**src/logic/arbiterPkg.sv**
```systemverilog
package arbiterPkg;

	// ------------------------------
	// Arbiter FSM
	// ------------------------------

	// One state per kind of outstanding work
	typedef enum logic [2:0] {
		stIdle        = 3'd0,
		stReadBg      = 3'd1,
		stReadClut    = 3'd2,
		stReadTexL    = 3'd3,
		stReadTexR    = 3'd4,
		stWriteBg     = 3'd5,
		stReadBgStart = 3'd6,
		stReadPair    = 3'd7
	} arbState_t;

	// ------------------------------
	// Queue entry opcodes
	// ------------------------------

	// Bit 0 set means a write to memory
	typedef enum logic [2:0] {
		opReadBlock  = 3'b000,
		opWriteBlock = 3'b001,
		opRead8      = 3'b010,
		opWritePixel = 3'b011,
		opReadPair   = 3'b110
	} queueOp_t;

	// Texture cache line address
	// Upper 15 bits pick the block, low 2 bits the 8-byte word
	typedef logic [16:0] texAdr_t;

	// Word slot inside the CLUT cache line
	typedef logic [2:0] clutIdx_t;

	// Two 16-bit pixels
	typedef logic [31:0] pixelData_t;

	// Memory command coming from the GPU pipeline
	typedef enum logic [2:0] {
		gpuNone        = 3'b000,
		gpuPixelToVram = 3'b001,
		gpuVramToCpu   = 3'b101
	} gpuCmd_t;

endpackage

```
**src/logic/memBusPkg.sv**
```systemverilog
package memBusPkg;

	// ------------------------------
	// DDR bus side
	// ------------------------------

	// 1 MB of VRAM seen as 32768 blocks of 32 bytes
	typedef logic [14:0] blockAdr_t;

	// 4-byte slot inside a 32-byte block
	typedef logic [2:0] subAdr_t;

	// Full block, sixteen 16-bit pixels
	typedef logic [255:0] memData_t;

	// One enable bit per 16-bit halfword
	typedef logic [15:0] writeMask_t;

	// Access width on the bus
	typedef enum logic [1:0] {
		size8Byte  = 2'd0,
		size32Byte = 2'd1,
		size4Byte  = 2'd2
	} cmdSize_t;

endpackage

```
**src/logic/requestDecoder.sv**
```systemverilog
`timescale 1ns/100ps

module requestDecoder
	import arbiterPkg::*;
	import memBusPkg::*;
(
	input  logic       i_gpuClk,
	input  logic       i_rstN,
	// GPU pipeline commands
	input  gpuCmd_t    i_gpuCmd,
	input  blockAdr_t  i_gpuAdr,
	input  subAdr_t    i_gpuSub,
	input  pixelData_t i_gpuPixels,
	input  logic [1:0] i_gpuPixMask,
	// Background block save and load
	input  logic [1:0] i_saveBgBlock,
	input  logic       i_isBlending,
	input  blockAdr_t  i_saveAdr,
	input  blockAdr_t  i_loadAdr,
	input  memData_t   i_exportedBg,
	input  writeMask_t i_exportedBgMask,
	// Cache clients
	input  logic       i_reqClut,
	input  blockAdr_t  i_clutAdr,
	input  logic       i_reqTexL,
	input  logic       i_reqTexR,
	input  texAdr_t    i_texAdrL,
	input  texAdr_t    i_texAdrR,
	// From queue and return path
	input  logic       i_queueFull,
	input  logic       i_readDone,
	// Queue entry
	output logic       o_push,
	output queueOp_t   o_op,
	output blockAdr_t  o_adr,
	output subAdr_t    o_subAdr,
	output memData_t   o_data,
	output writeMask_t o_mask,
	output arbState_t  o_state,
	output texAdr_t    o_texCacheAdr,
	output logic       o_resetMask
);

	arbState_t state;
	arbState_t nextState;
	logic      bgWorkQ;
	logic      bgPending;
	logic      bgClear;
	logic      latchTex;
	texAdr_t   texAdrQ;

	// Background request decode
	wire bgWork     = |i_saveBgBlock;
	wire bgStart    = bgWork && !bgWorkQ;
	wire firstBlend = (i_saveBgBlock == 2'b01) && i_isBlending;
	// Code 11 never blends
	wire blendBlock = i_isBlending && (i_saveBgBlock != 2'b11);

	// L side wins when both miss together
	wire texAdr_t texAdrSel = i_reqTexL ? i_texAdrL : i_texAdrR;

	// Pixel writes need no result so any state may take them
	wire pixTake = (i_gpuCmd == gpuPixelToVram) && !i_queueFull;

	// ------------------------------
	// Next state and queue entry
	// ------------------------------
	always_comb begin
		nextState = state;
		o_push    = 1'b0;
		o_op      = opReadBlock;
		o_adr     = '0;
		o_subAdr  = '0;
		o_data    = '0;
		o_mask    = '0;
		latchTex  = 1'b0;
		bgClear   = 1'b0;

		if (pixTake) begin
			o_push   = 1'b1;
			o_op     = opWritePixel;
			o_adr    = i_gpuAdr;
			o_subAdr = i_gpuSub;
			o_data   = {224'd0, i_gpuPixels};
			o_mask   = {14'd0, i_gpuPixMask};
		end

		case (state)
		stIdle: begin
			// Priority order is GPU, background, CLUT, texture L, texture R
			// Pair read is only taken here while the GPU holds it
			if (!pixTake && !i_queueFull) begin
				if (i_gpuCmd == gpuVramToCpu) begin
					o_push    = 1'b1;
					o_op      = opReadPair;
					o_adr     = i_gpuAdr;
					o_subAdr  = i_gpuSub;
					nextState = stReadPair;
				end else if (bgPending) begin
					bgClear = 1'b1;
					if (firstBlend) begin
						// First block when blending only loads
						o_push    = 1'b1;
						o_op      = opReadBlock;
						o_adr     = i_loadAdr;
						nextState = stReadBg;
					end else if (i_saveBgBlock[1]) begin
						o_push    = 1'b1;
						o_op      = opWriteBlock;
						o_adr     = i_saveAdr;
						o_data    = i_exportedBg;
						o_mask    = i_exportedBgMask;
						nextState = stWriteBg;
					end
				end else if (i_reqClut) begin
					o_push    = 1'b1;
					o_op      = opReadBlock;
					o_adr     = i_clutAdr;
					nextState = stReadClut;
				end else if (i_reqTexL || i_reqTexR) begin
					o_push    = 1'b1;
					o_op      = opRead8;
					o_adr     = texAdrSel[16:2];
					// 8-byte word to 4-byte slot
					o_subAdr  = {texAdrSel[1:0], 1'b0};
					latchTex  = 1'b1;
					nextState = i_reqTexL ? stReadTexL : stReadTexR;
				end
			end
		end
		stWriteBg: begin
			// Mask reset goes out in this single cycle
			nextState = blendBlock ? stReadBgStart : stIdle;
		end
		stReadBgStart: begin
			if (!pixTake && !i_queueFull) begin
				o_push    = 1'b1;
				o_op      = opReadBlock;
				o_adr     = i_loadAdr;
				nextState = stReadBg;
			end
		end
		default: begin
			// Read states wait for the return path
			if (i_readDone) begin
				nextState = stIdle;
			end
		end
		endcase
	end

	// ------------------------------
	// State and request registers
	// ------------------------------
	always_ff @(posedge i_gpuClk or negedge i_rstN) begin
		if (!i_rstN) begin
			state     <= stIdle;
			bgWorkQ   <= 1'b0;
			bgPending <= 1'b0;
		end else begin
			state   <= nextState;
			bgWorkQ <= bgWork;
			// Keep the edge until idle can serve it
			if (bgStart) begin
				bgPending <= 1'b1;
			end else if (bgClear) begin
				bgPending <= 1'b0;
			end
		end
	end

	// Cache line address for the write back
	always_ff @(posedge i_gpuClk) begin
		if (latchTex) begin
			texAdrQ <= texAdrSel;
		end
	end

	assign o_state       = state;
	assign o_texCacheAdr = texAdrQ;
	assign o_resetMask   = (state == stWriteBg);

	// Return path only finishes a read that is outstanding
	assert property (@(posedge i_gpuClk) disable iff (!i_rstN)
		i_readDone |-> (state inside {stReadBg, stReadClut, stReadTexL, stReadTexR, stReadPair}));

endmodule

```
**src/logic/commandQueue.sv**
```systemverilog
`timescale 1ns/100ps

module commandQueue
	import arbiterPkg::*;
	import memBusPkg::*;
#(
	parameter int QUEUE_DEPTH = 4
) (
	input  logic       i_gpuClk,
	input  logic       i_rstN,
	// Entry from the decoder
	input  logic       i_push,
	input  queueOp_t   i_op,
	input  blockAdr_t  i_adr,
	input  subAdr_t    i_subAdr,
	input  memData_t   i_data,
	input  writeMask_t i_mask,
	// DDR bus
	input  logic       i_busy,
	output logic       o_full,
	output logic       o_empty,
	output logic       o_command,
	output logic       o_write,
	output blockAdr_t  o_adr,
	output subAdr_t    o_subadr,
	output cmdSize_t   o_commandSize,
	output memData_t   o_dataOut,
	output writeMask_t o_writeMask
);

	localparam int PTR_W = $clog2(QUEUE_DEPTH);

	// Entry storage in one array per field
	queueOp_t   opMem   [QUEUE_DEPTH];
	blockAdr_t  adrMem  [QUEUE_DEPTH];
	subAdr_t    subMem  [QUEUE_DEPTH];
	memData_t   dataMem [QUEUE_DEPTH];
	writeMask_t maskMem [QUEUE_DEPTH];

	logic [PTR_W-1:0] wrPtr;
	logic [PTR_W-1:0] rdPtr;
	logic [PTR_W:0]   count;
	queueOp_t         headOp;

	wire doPush = i_push && !o_full;
	// Head leaves in the cycle the bus is free
	wire doPop  = !o_empty && !i_busy;

	assign o_full  = (count == (PTR_W + 1)'(QUEUE_DEPTH));
	assign o_empty = (count == '0);

	always_ff @(posedge i_gpuClk) begin
		if (doPush) begin
			opMem[wrPtr]   <= i_op;
			adrMem[wrPtr]  <= i_adr;
			subMem[wrPtr]  <= i_subAdr;
			dataMem[wrPtr] <= i_data;
			maskMem[wrPtr] <= i_mask;
		end
	end

	// ------------------------------
	// Pointers and fill count
	// ------------------------------
	always_ff @(posedge i_gpuClk or negedge i_rstN) begin
		if (!i_rstN) begin
			wrPtr <= '0;
			rdPtr <= '0;
			count <= '0;
		end else begin
			// Pointers wrap on their own with a power of two depth
			if (doPush) begin
				wrPtr <= wrPtr + 1'b1;
			end
			if (doPop) begin
				rdPtr <= rdPtr + 1'b1;
			end
			case ({doPush, doPop})
			2'b10:   count <= count + 1'b1;
			2'b01:   count <= count - 1'b1;
			default: count <= count;
			endcase
		end
	end

	// ------------------------------
	// Head entry to bus command
	// ------------------------------
	assign headOp = opMem[rdPtr];

	always_comb begin
		case (headOp)
		opRead8:                  o_commandSize = size8Byte;
		opWritePixel, opReadPair: o_commandSize = size4Byte;
		default:                  o_commandSize = size32Byte;
		endcase
	end

	assign o_command   = doPop;
	assign o_write     = headOp[0];
	assign o_adr       = adrMem[rdPtr];
	// Whole block access starts at slot 0
	assign o_subadr    = (o_commandSize == size32Byte) ? '0 : subMem[rdPtr];
	assign o_dataOut   = dataMem[rdPtr];
	assign o_writeMask = maskMem[rdPtr];

	// Busy bus keeps the same head waiting
	assert property (@(posedge i_gpuClk) disable iff (!i_rstN)
		(!o_empty && i_busy) |=> (!o_empty && $stable(o_adr) && $stable(o_write)));

endmodule

```
**src/logic/readReturn.sv**
```systemverilog
`timescale 1ns/100ps

module readReturn
	import arbiterPkg::*;
	import memBusPkg::*;
(
	input  logic       i_gpuClk,
	input  logic       i_rstN,
	input  arbState_t  i_state,
	input  memData_t   i_dataIn,
	input  logic       i_dataInValid,
	output logic       o_readDone,
	// Texture cache fill
	output logic       o_texWrite,
	output logic [63:0] o_texData,
	output logic       o_texCompleteL,
	output logic       o_texCompleteR,
	// CLUT cache fill
	output logic       o_clutWrite,
	output clutIdx_t   o_clutIndex,
	output pixelData_t o_clutData,
	output logic       o_clutComplete,
	// Background load
	output logic       o_importBg,
	output memData_t   o_importedBg,
	// Pixel pair to CPU
	output logic       o_readPairValid,
	output pixelData_t o_readPairValue
);

	memData_t dataQ;
	logic     validQ;
	clutIdx_t idx;

	wire isClut   = (i_state == stReadClut);
	wire isTexL   = (i_state == stReadTexL);
	wire isTexR   = (i_state == stReadTexR);
	wire lastWord = (idx == 3'd7);

	// Returned block, held for the CLUT walk
	always_ff @(posedge i_gpuClk) begin
		if (i_dataInValid) begin
			dataQ <= i_dataIn;
		end
	end

	// ------------------------------
	// Valid flag and CLUT index
	// ------------------------------
	always_ff @(posedge i_gpuClk or negedge i_rstN) begin
		if (!i_rstN) begin
			validQ <= 1'b0;
			idx    <= '0;
		end else begin
			// CLUT keeps valid up for all eight words
			validQ <= i_dataInValid || (validQ && isClut && !lastWord);
			if (validQ && isClut) begin
				idx <= idx + 1'b1;
			end else begin
				idx <= '0;
			end
		end
	end

	assign o_readDone = validQ && (!isClut || lastWord);

	assign o_texWrite     = validQ && (isTexL || isTexR);
	// 8-byte read lands in words 0 and 1
	assign o_texData      = dataQ[63:0];
	assign o_texCompleteL = validQ && isTexL;
	assign o_texCompleteR = validQ && isTexR;

	assign o_clutWrite    = validQ && isClut;
	assign o_clutIndex    = idx;
	assign o_clutData     = dataQ[{idx, 5'd0} +: 32];
	assign o_clutComplete = validQ && isClut && lastWord;

	assign o_importBg   = validQ && (i_state == stReadBg);
	assign o_importedBg = dataQ;

	assign o_readPairValid = validQ && (i_state == stReadPair);
	assign o_readPairValue = dataQ[31:0];

	// Decoder is back in idle right after delivery
	assert property (@(posedge i_gpuClk) disable iff (!i_rstN)
		o_readDone |=> (i_state == stIdle));

	// Bus data only while a read is outstanding
	assert property (@(posedge i_gpuClk) disable iff (!i_rstN)
		i_dataInValid |->
		(i_state inside {stReadBg, stReadClut, stReadTexL, stReadTexR, stReadPair}));

endmodule

```
**src/logic/memoryArbiter.sv**
```systemverilog
`timescale 1ns/100ps

module memoryArbiter
	import arbiterPkg::*;
	import memBusPkg::*;
#(
	parameter int QUEUE_DEPTH = 4
) (
	input  logic        i_gpuClk,
	input  logic        i_rstN,
	// GPU commands
	input  gpuCmd_t     i_gpuCmd,
	input  blockAdr_t   i_gpuAdr,
	input  subAdr_t     i_gpuSub,
	input  pixelData_t  i_gpuPixels,
	input  logic [1:0]  i_gpuPixMask,
	output logic        o_queueFull,
	output logic        o_queueEmpty,
	// Background blocks
	input  logic [1:0]  i_saveBgBlock,
	input  logic        i_isBlending,
	input  blockAdr_t   i_saveAdr,
	input  blockAdr_t   i_loadAdr,
	input  memData_t    i_exportedBg,
	input  writeMask_t  i_exportedBgMask,
	output logic        o_resetMask,
	output logic        o_importBg,
	output memData_t    o_importedBg,
	// CLUT cache
	input  logic        i_reqClut,
	input  blockAdr_t   i_clutAdr,
	output logic        o_clutWrite,
	output clutIdx_t    o_clutIndex,
	output pixelData_t  o_clutData,
	output logic        o_clutComplete,
	// Texture cache
	input  logic        i_reqTexL,
	input  logic        i_reqTexR,
	input  texAdr_t     i_texAdrL,
	input  texAdr_t     i_texAdrR,
	output logic        o_texWrite,
	output texAdr_t     o_texCacheAdr,
	output logic [63:0] o_texData,
	output logic        o_texCompleteL,
	output logic        o_texCompleteR,
	// Pair read
	output logic        o_readPairValid,
	output pixelData_t  o_readPairValue,
	// ------------------------------
	// DDR bus
	// ------------------------------
	input  logic        i_busy,
	output logic        o_command,
	output logic        o_write,
	output blockAdr_t   o_adr,
	output subAdr_t     o_subadr,
	output cmdSize_t    o_commandSize,
	output memData_t    o_dataOut,
	output writeMask_t  o_writeMask,
	input  memData_t    i_dataIn,
	input  logic        i_dataInValid
);

	// Decoder to queue
	logic       push;
	queueOp_t   op;
	blockAdr_t  adr;
	subAdr_t    subAdr;
	memData_t   data;
	writeMask_t mask;

	// Decoder and return path handshake
	arbState_t  state;
	logic       readDone;

	requestDecoder decoder (
		.i_gpuClk        (i_gpuClk),
		.i_rstN          (i_rstN),
		.i_gpuCmd        (i_gpuCmd),
		.i_gpuAdr        (i_gpuAdr),
		.i_gpuSub        (i_gpuSub),
		.i_gpuPixels     (i_gpuPixels),
		.i_gpuPixMask    (i_gpuPixMask),
		.i_saveBgBlock   (i_saveBgBlock),
		.i_isBlending    (i_isBlending),
		.i_saveAdr       (i_saveAdr),
		.i_loadAdr       (i_loadAdr),
		.i_exportedBg    (i_exportedBg),
		.i_exportedBgMask(i_exportedBgMask),
		.i_reqClut       (i_reqClut),
		.i_clutAdr       (i_clutAdr),
		.i_reqTexL       (i_reqTexL),
		.i_reqTexR       (i_reqTexR),
		.i_texAdrL       (i_texAdrL),
		.i_texAdrR       (i_texAdrR),
		.i_queueFull     (o_queueFull),
		.i_readDone      (readDone),
		.o_push          (push),
		.o_op            (op),
		.o_adr           (adr),
		.o_subAdr        (subAdr),
		.o_data          (data),
		.o_mask          (mask),
		.o_state         (state),
		.o_texCacheAdr   (o_texCacheAdr),
		.o_resetMask     (o_resetMask)
	);

	commandQueue #(
		.QUEUE_DEPTH(QUEUE_DEPTH)
	) queue (
		.i_gpuClk     (i_gpuClk),
		.i_rstN       (i_rstN),
		.i_push       (push),
		.i_op         (op),
		.i_adr        (adr),
		.i_subAdr     (subAdr),
		.i_data       (data),
		.i_mask       (mask),
		.i_busy       (i_busy),
		.o_full       (o_queueFull),
		.o_empty      (o_queueEmpty),
		.o_command    (o_command),
		.o_write      (o_write),
		.o_adr        (o_adr),
		.o_subadr     (o_subadr),
		.o_commandSize(o_commandSize),
		.o_dataOut    (o_dataOut),
		.o_writeMask  (o_writeMask)
	);

	readReturn returnPath (
		.i_gpuClk       (i_gpuClk),
		.i_rstN         (i_rstN),
		.i_state        (state),
		.i_dataIn       (i_dataIn),
		.i_dataInValid  (i_dataInValid),
		.o_readDone     (readDone),
		.o_texWrite     (o_texWrite),
		.o_texData      (o_texData),
		.o_texCompleteL (o_texCompleteL),
		.o_texCompleteR (o_texCompleteR),
		.o_clutWrite    (o_clutWrite),
		.o_clutIndex    (o_clutIndex),
		.o_clutData     (o_clutData),
		.o_clutComplete (o_clutComplete),
		.o_importBg     (o_importBg),
		.o_importedBg   (o_importedBg),
		.o_readPairValid(o_readPairValid),
		.o_readPairValue(o_readPairValue)
	);

endmodule

```
**config.mk**
```make
export PLATFORM = sky130hd
export DESIGN_NAME = memoryArbiter
export DESIGN_NICKNAME = d
export VERILOG_FILES = /design/src/logic/arbiterPkg.sv /design/src/logic/memBusPkg.sv /design/src/logic/requestDecoder.sv /design/src/logic/commandQueue.sv /design/src/logic/readReturn.sv /design/src/logic/memoryArbiter.sv
export SDC_FILE = /design/constraint.sdc
export NUM_CORES = 1
export LEC_CHECK = 0
export BUFFER_PORTS_ARGS = -buffer_cell sky130_fd_sc_hd__buf_2
export CAP_MARGIN = 20
export CORE_AREA = 2 2 533 535
export CTS_BUF_LIST = sky130_fd_sc_hd__clkbuf_8 sky130_fd_sc_hd__clkbuf_16
export DETAILED_ROUTE_END_ITERATION = 10
export DIE_AREA = 0 0 535 537
export MAX_ROUTING_LAYER = met4
export PLACE_DENSITY_LB_ADDON = 0.15
export SLEW_MARGIN = 20
export SYNTH_ARGS = -nofsm -noshare
export SYNTH_HDL_FRONTEND = slang
export SYNTH_HIERARCHICAL = 1
export SYNTH_SLANG_ARGS = --single-unit
export TNS_END_PERCENT = 50
```
**constraint.sdc**
```tcl
create_clock -name i_gpuClk -period 10.7 [get_ports i_gpuClk]
set_input_delay 2.14 -clock i_gpuClk [delete_from_list [all_inputs] [get_ports i_gpuClk]]
set_output_delay 2.14 -clock i_gpuClk [all_outputs]
set_load 0.02 [all_outputs]
```
==> results.sh <==
export IMPL_r2r_end="queue/dataMem[2][110]"
export IMPL_multi_input_area_sq_mm=0.01219
export IMPL_num_rows=195
export IMPL_dieHeight_um=537
export IMPL_seq_area_sq_mm=0.04381
export IMPL_cts_root_buf="clkbuf_16"
export IMPL_end_kind="primary output"
export IMPL_hpwl_um=169900
export IMPL_dr_wl_met3_um=18660
export IMPL_place_gp_congestion=0.9237
export IMPL_synthArstFlopShare_pct=1.095
export IMPL_fin_crit_ns=6.052
export IMPL_ys_types=58
export IMPL_min_delay_start="decoder/bgWorkQ"
export IMPL_dr_wl_met2_um=116000
export IMPL_start_util_pct=20.46
export IMPL_crit_required_ns=8.56
export IMPL_netlist_top_cells_count="edfxtp_1 (1445), mux4_2 (357), and2_1 (250), buf_4 (128), buf_2 (59)"
export IMPL_coreArea_sq_mm=0.2813
export IMPL_syn_instance_count=2659
export IMPL_synth_edf_count=1445
export IMPL_ys_flop_type="edfxtp_1"
export IMPL_cellPowerDensity_mw_per_mm2=290.7
export IMPL_seq_power_share_pct=39.8
export IMPL_switchingPower_mw=7.605
export IMPL_avgSynthCellArea_sq_um=21.64
export IMPL_min_to="decoder/bgPending"
export IMPL_finalCritPeriodShare_pct=56.56
export IMPL_synth_seq_cells=1461
export IMPL_clkPwrFrac_pct=26.8
export IMPL_setup_viol_count_final=0
export IMPL_cts_tree="yes"
export IMPL_grt_pass1_wl_um=306900
export IMPL_drc_errors=0
export IMPL_clock_latency_ns=0.86
export IMPL_syn_nets=3339
export IMPL_cts_clk_slew_worst_paths_ns=0.06
export IMPL_die_area_sq_mm=0.2873
export IMPL_slew_viol_final=0
export IMPL_nets=4696
export IMPL_cts_resized=0
export IMPL_via_per_inst=4.083
export IMPL_drtIter0Drc=2249
export IMPL_max_freq_mhz=165.2
export IMPL_seq_area_frac_synth_pct=76.10
export IMPL_p_int_mw=13.89
export IMPL_fill_cells=28680
export IMPL_setup_tns_ns=0
export IMPL_tightest_slew_ns=1.203
export IMPL_path_class="reg -> out"
export IMPL_wl_per_cell_um=29.07
export IMPL_holdPathStages=1
export IMPL_critPathMaxFanout=75
export IMPL_fp_dieW_um=535
export IMPL_antenna_found_initial=146
export IMPL_finalHoldViolCount=0
export IMPL_ant_nets=0
export IMPL_worstPathArrival_ns=3.91
export IMPL_vias=32670
export IMPL_synth_warnings=6
export IMPL_p_leak_nw=25.80
export IMPL_reg2reg_setup_slack_ns=6.17
export IMPL_synth_most_common_cell="edfxtp_1"
export IMPL_synth_top_area_share_pct=75.40
export IMPL_utilization_pct=26.28
export IMPL_area_growth_pct=28.49
export IMPL_p_comb_share_pct=33.3
export IMPL_r2r_cells=7
export IMPL_cts_buffer_depth=4
export IMPL_drive_above_1_share_pct=50.22
export IMPL_max_slew_margin_pct=19.48
export IMPL_cts_buffers=177
export IMPL_synth_area_sq_mm=0.05755
export IMPL_wl_met1_um=88390
export IMPL_reg2reg_from="decoder/o_state[0]"
export IMPL_startpoint_type="flip-flop"
export IMPL_top_layer_used="met4"
export IMPL_ios=1380
export IMPL_port_buffers=1379
export IMPL_rsz0062_at_grt="no"
export IMPL_max_cap_viol_count=0
export IMPL_grt_pass1_vias=33480
export IMPL_cts_hold_buf=0
export IMPL_synth_area_top_cells="edfxtp_1 (75%), mux4_2 (14%), and2_1 (2.7%)"
export IMPL_status="finished clean"
export IMPL_firstDrtPassIters=5
export IMPL_grt_max_degree=135
export IMPL_p_sw_share_pct=35.38
export IMPL_grt_use_total_pct=16.08
export IMPL_wirelength_um=232600
export IMPL_synth_largest_area_cell="edfxtp_1"
export IMPL_ir_drop_mv=0.1673
export IMPL_min_path_type="reg -> reg"
export IMPL_clock_sinks=1461
export IMPL_htree_levels=4
export IMPL_fin_skew_ns=0.06739
export IMPL_grt_overflow_total=0
export IMPL_post_cts_buffers=0
-- how the worst max path moves through the flow --
stage	start	cells past startpoint	to	slack (ns)
floorplan	i_saveBgBlock[1]	7	queue/adrMem[2][0]	0.06
global placement	i_saveBgBlock[1]	9	queue/dataMem[2][149]	4.26
detailed placement	i_saveBgBlock[1]	9	queue/dataMem[2][100]	4.28
CTS	queue/rdPtr[0]	4	o_dataOut[94]	4.32
global route	queue/rdPtr[0]	4	o_dataOut[94]	4.27
finish	queue/rdPtr[0]	4	o_dataOut[132]	4.65
-- area by class of cell --
| type | instances | share of cell area (%) |
|---|---|---|
| Multi-Input combinational cell | 938 | 16.49 |
| Clock buffer | 183 | 6.117 |
| Tap cell | 3743 | 6.334 |
| Inverter | 18 | 0.09138 |
| Antenna cell | 108 | 0.3655 |
| Timing Repair Buffer | 1420 | 10.02 |
| Sequential cell | 1461 | 59.25 |
| Clock inverter | 130 | 1.337 |
-- state kept, by name (all words and copies together) (netlist names), 3 cells and up --
signal	flops
queue/dataMem	1024
returnPath/o_importedBg	256
queue/maskMem	64
queue/adrMem	60
decoder/o_texCacheAdr	17
queue/opMem	12
queue/subMem	12
decoder/o_state	3
queue/count	3
returnPath/o_clutIndex	3
-- per-layer routing --
layer | GRT usage [%] | vias up
met3 | 4.685 | 352
met2 | 26.83 | 1387
li1 | - | 13780
met1 | 18.22 | 17150
met5 | - | -
met4 | 5.994 | 0
-- power by group through the flow --
stage,clock (mW),combinational [mW],sequential (mW)
3_3_place_gp,0,7.43,8.68
5_1_grt,6.18,7.62,8.69
6_report,5.77,7.16,8.56
2_1_floorplan,0,4.33,8.89
3_5_place_dp,0,7.42,8.70
4_1_cts,5.99,7.43,8.59
-- per-stage QoR --
step           instance area (sq um)  setup slack (ns)  power (mW)  hold slack, ns  std cells
6_report                       73940             4.648       21.49          0.4296       8001
3_3_place_gp                   68150             4.261       16.11          0.4222       7580
3_5_place_dp                   68150             4.278       16.13          0.4272       7580
4_1_cts                        73660             4.319       22.02          0.4183       7893
5_1_grt                        73890             4.273       22.49          0.4732       7982
2_1_floorplan                  57550           0.05856       13.22          0.4123       2659
-- cell usage in the layout, fill, tap and decap left out, types with 16 or more instances in the layout --
master	instances
mux4_2	357
clkbuf_16	178
a21oi_1	19
edfxtp_1	1445
a221oi_1	16
and2_1	246
o21ai_0	33
diode_2	108
inv_1	54
clkinv_2	16
mux2_2	50
buf_4	26
nand2_1	25
buf_2	1378
a22o_1	36
clkinv_1	48
nor2_1	23
-- cell families (layout without fill, tap and decap cells) --
family / after synthesis / in the layout / share of synthesized area (%)
AOI/OAI and AO/OA: 177 / 177 / 2.303
xor gates and xnor gates: 8 / 8 / 0.1218
adders and majority gates: 8 / 8 / 0.1870
buffers and inverters: 260 / 1751 / 2.779
DFF: 1461 / 1461 / 76.10
muxes: 408 / 408 / 14.97
other: 0 / 108 / 0
and+or+nand+nor: 337 / 337 / 3.542
-- critical path, cell delays in order (launching register included) --
cell and delay (ns):
dfrtp_4 0.87, buf_12 0.53, buf_4 0.68, mux4_2 0.62
buf_2 0.20
Note: power is estimated with default switching activity, not from simulation.
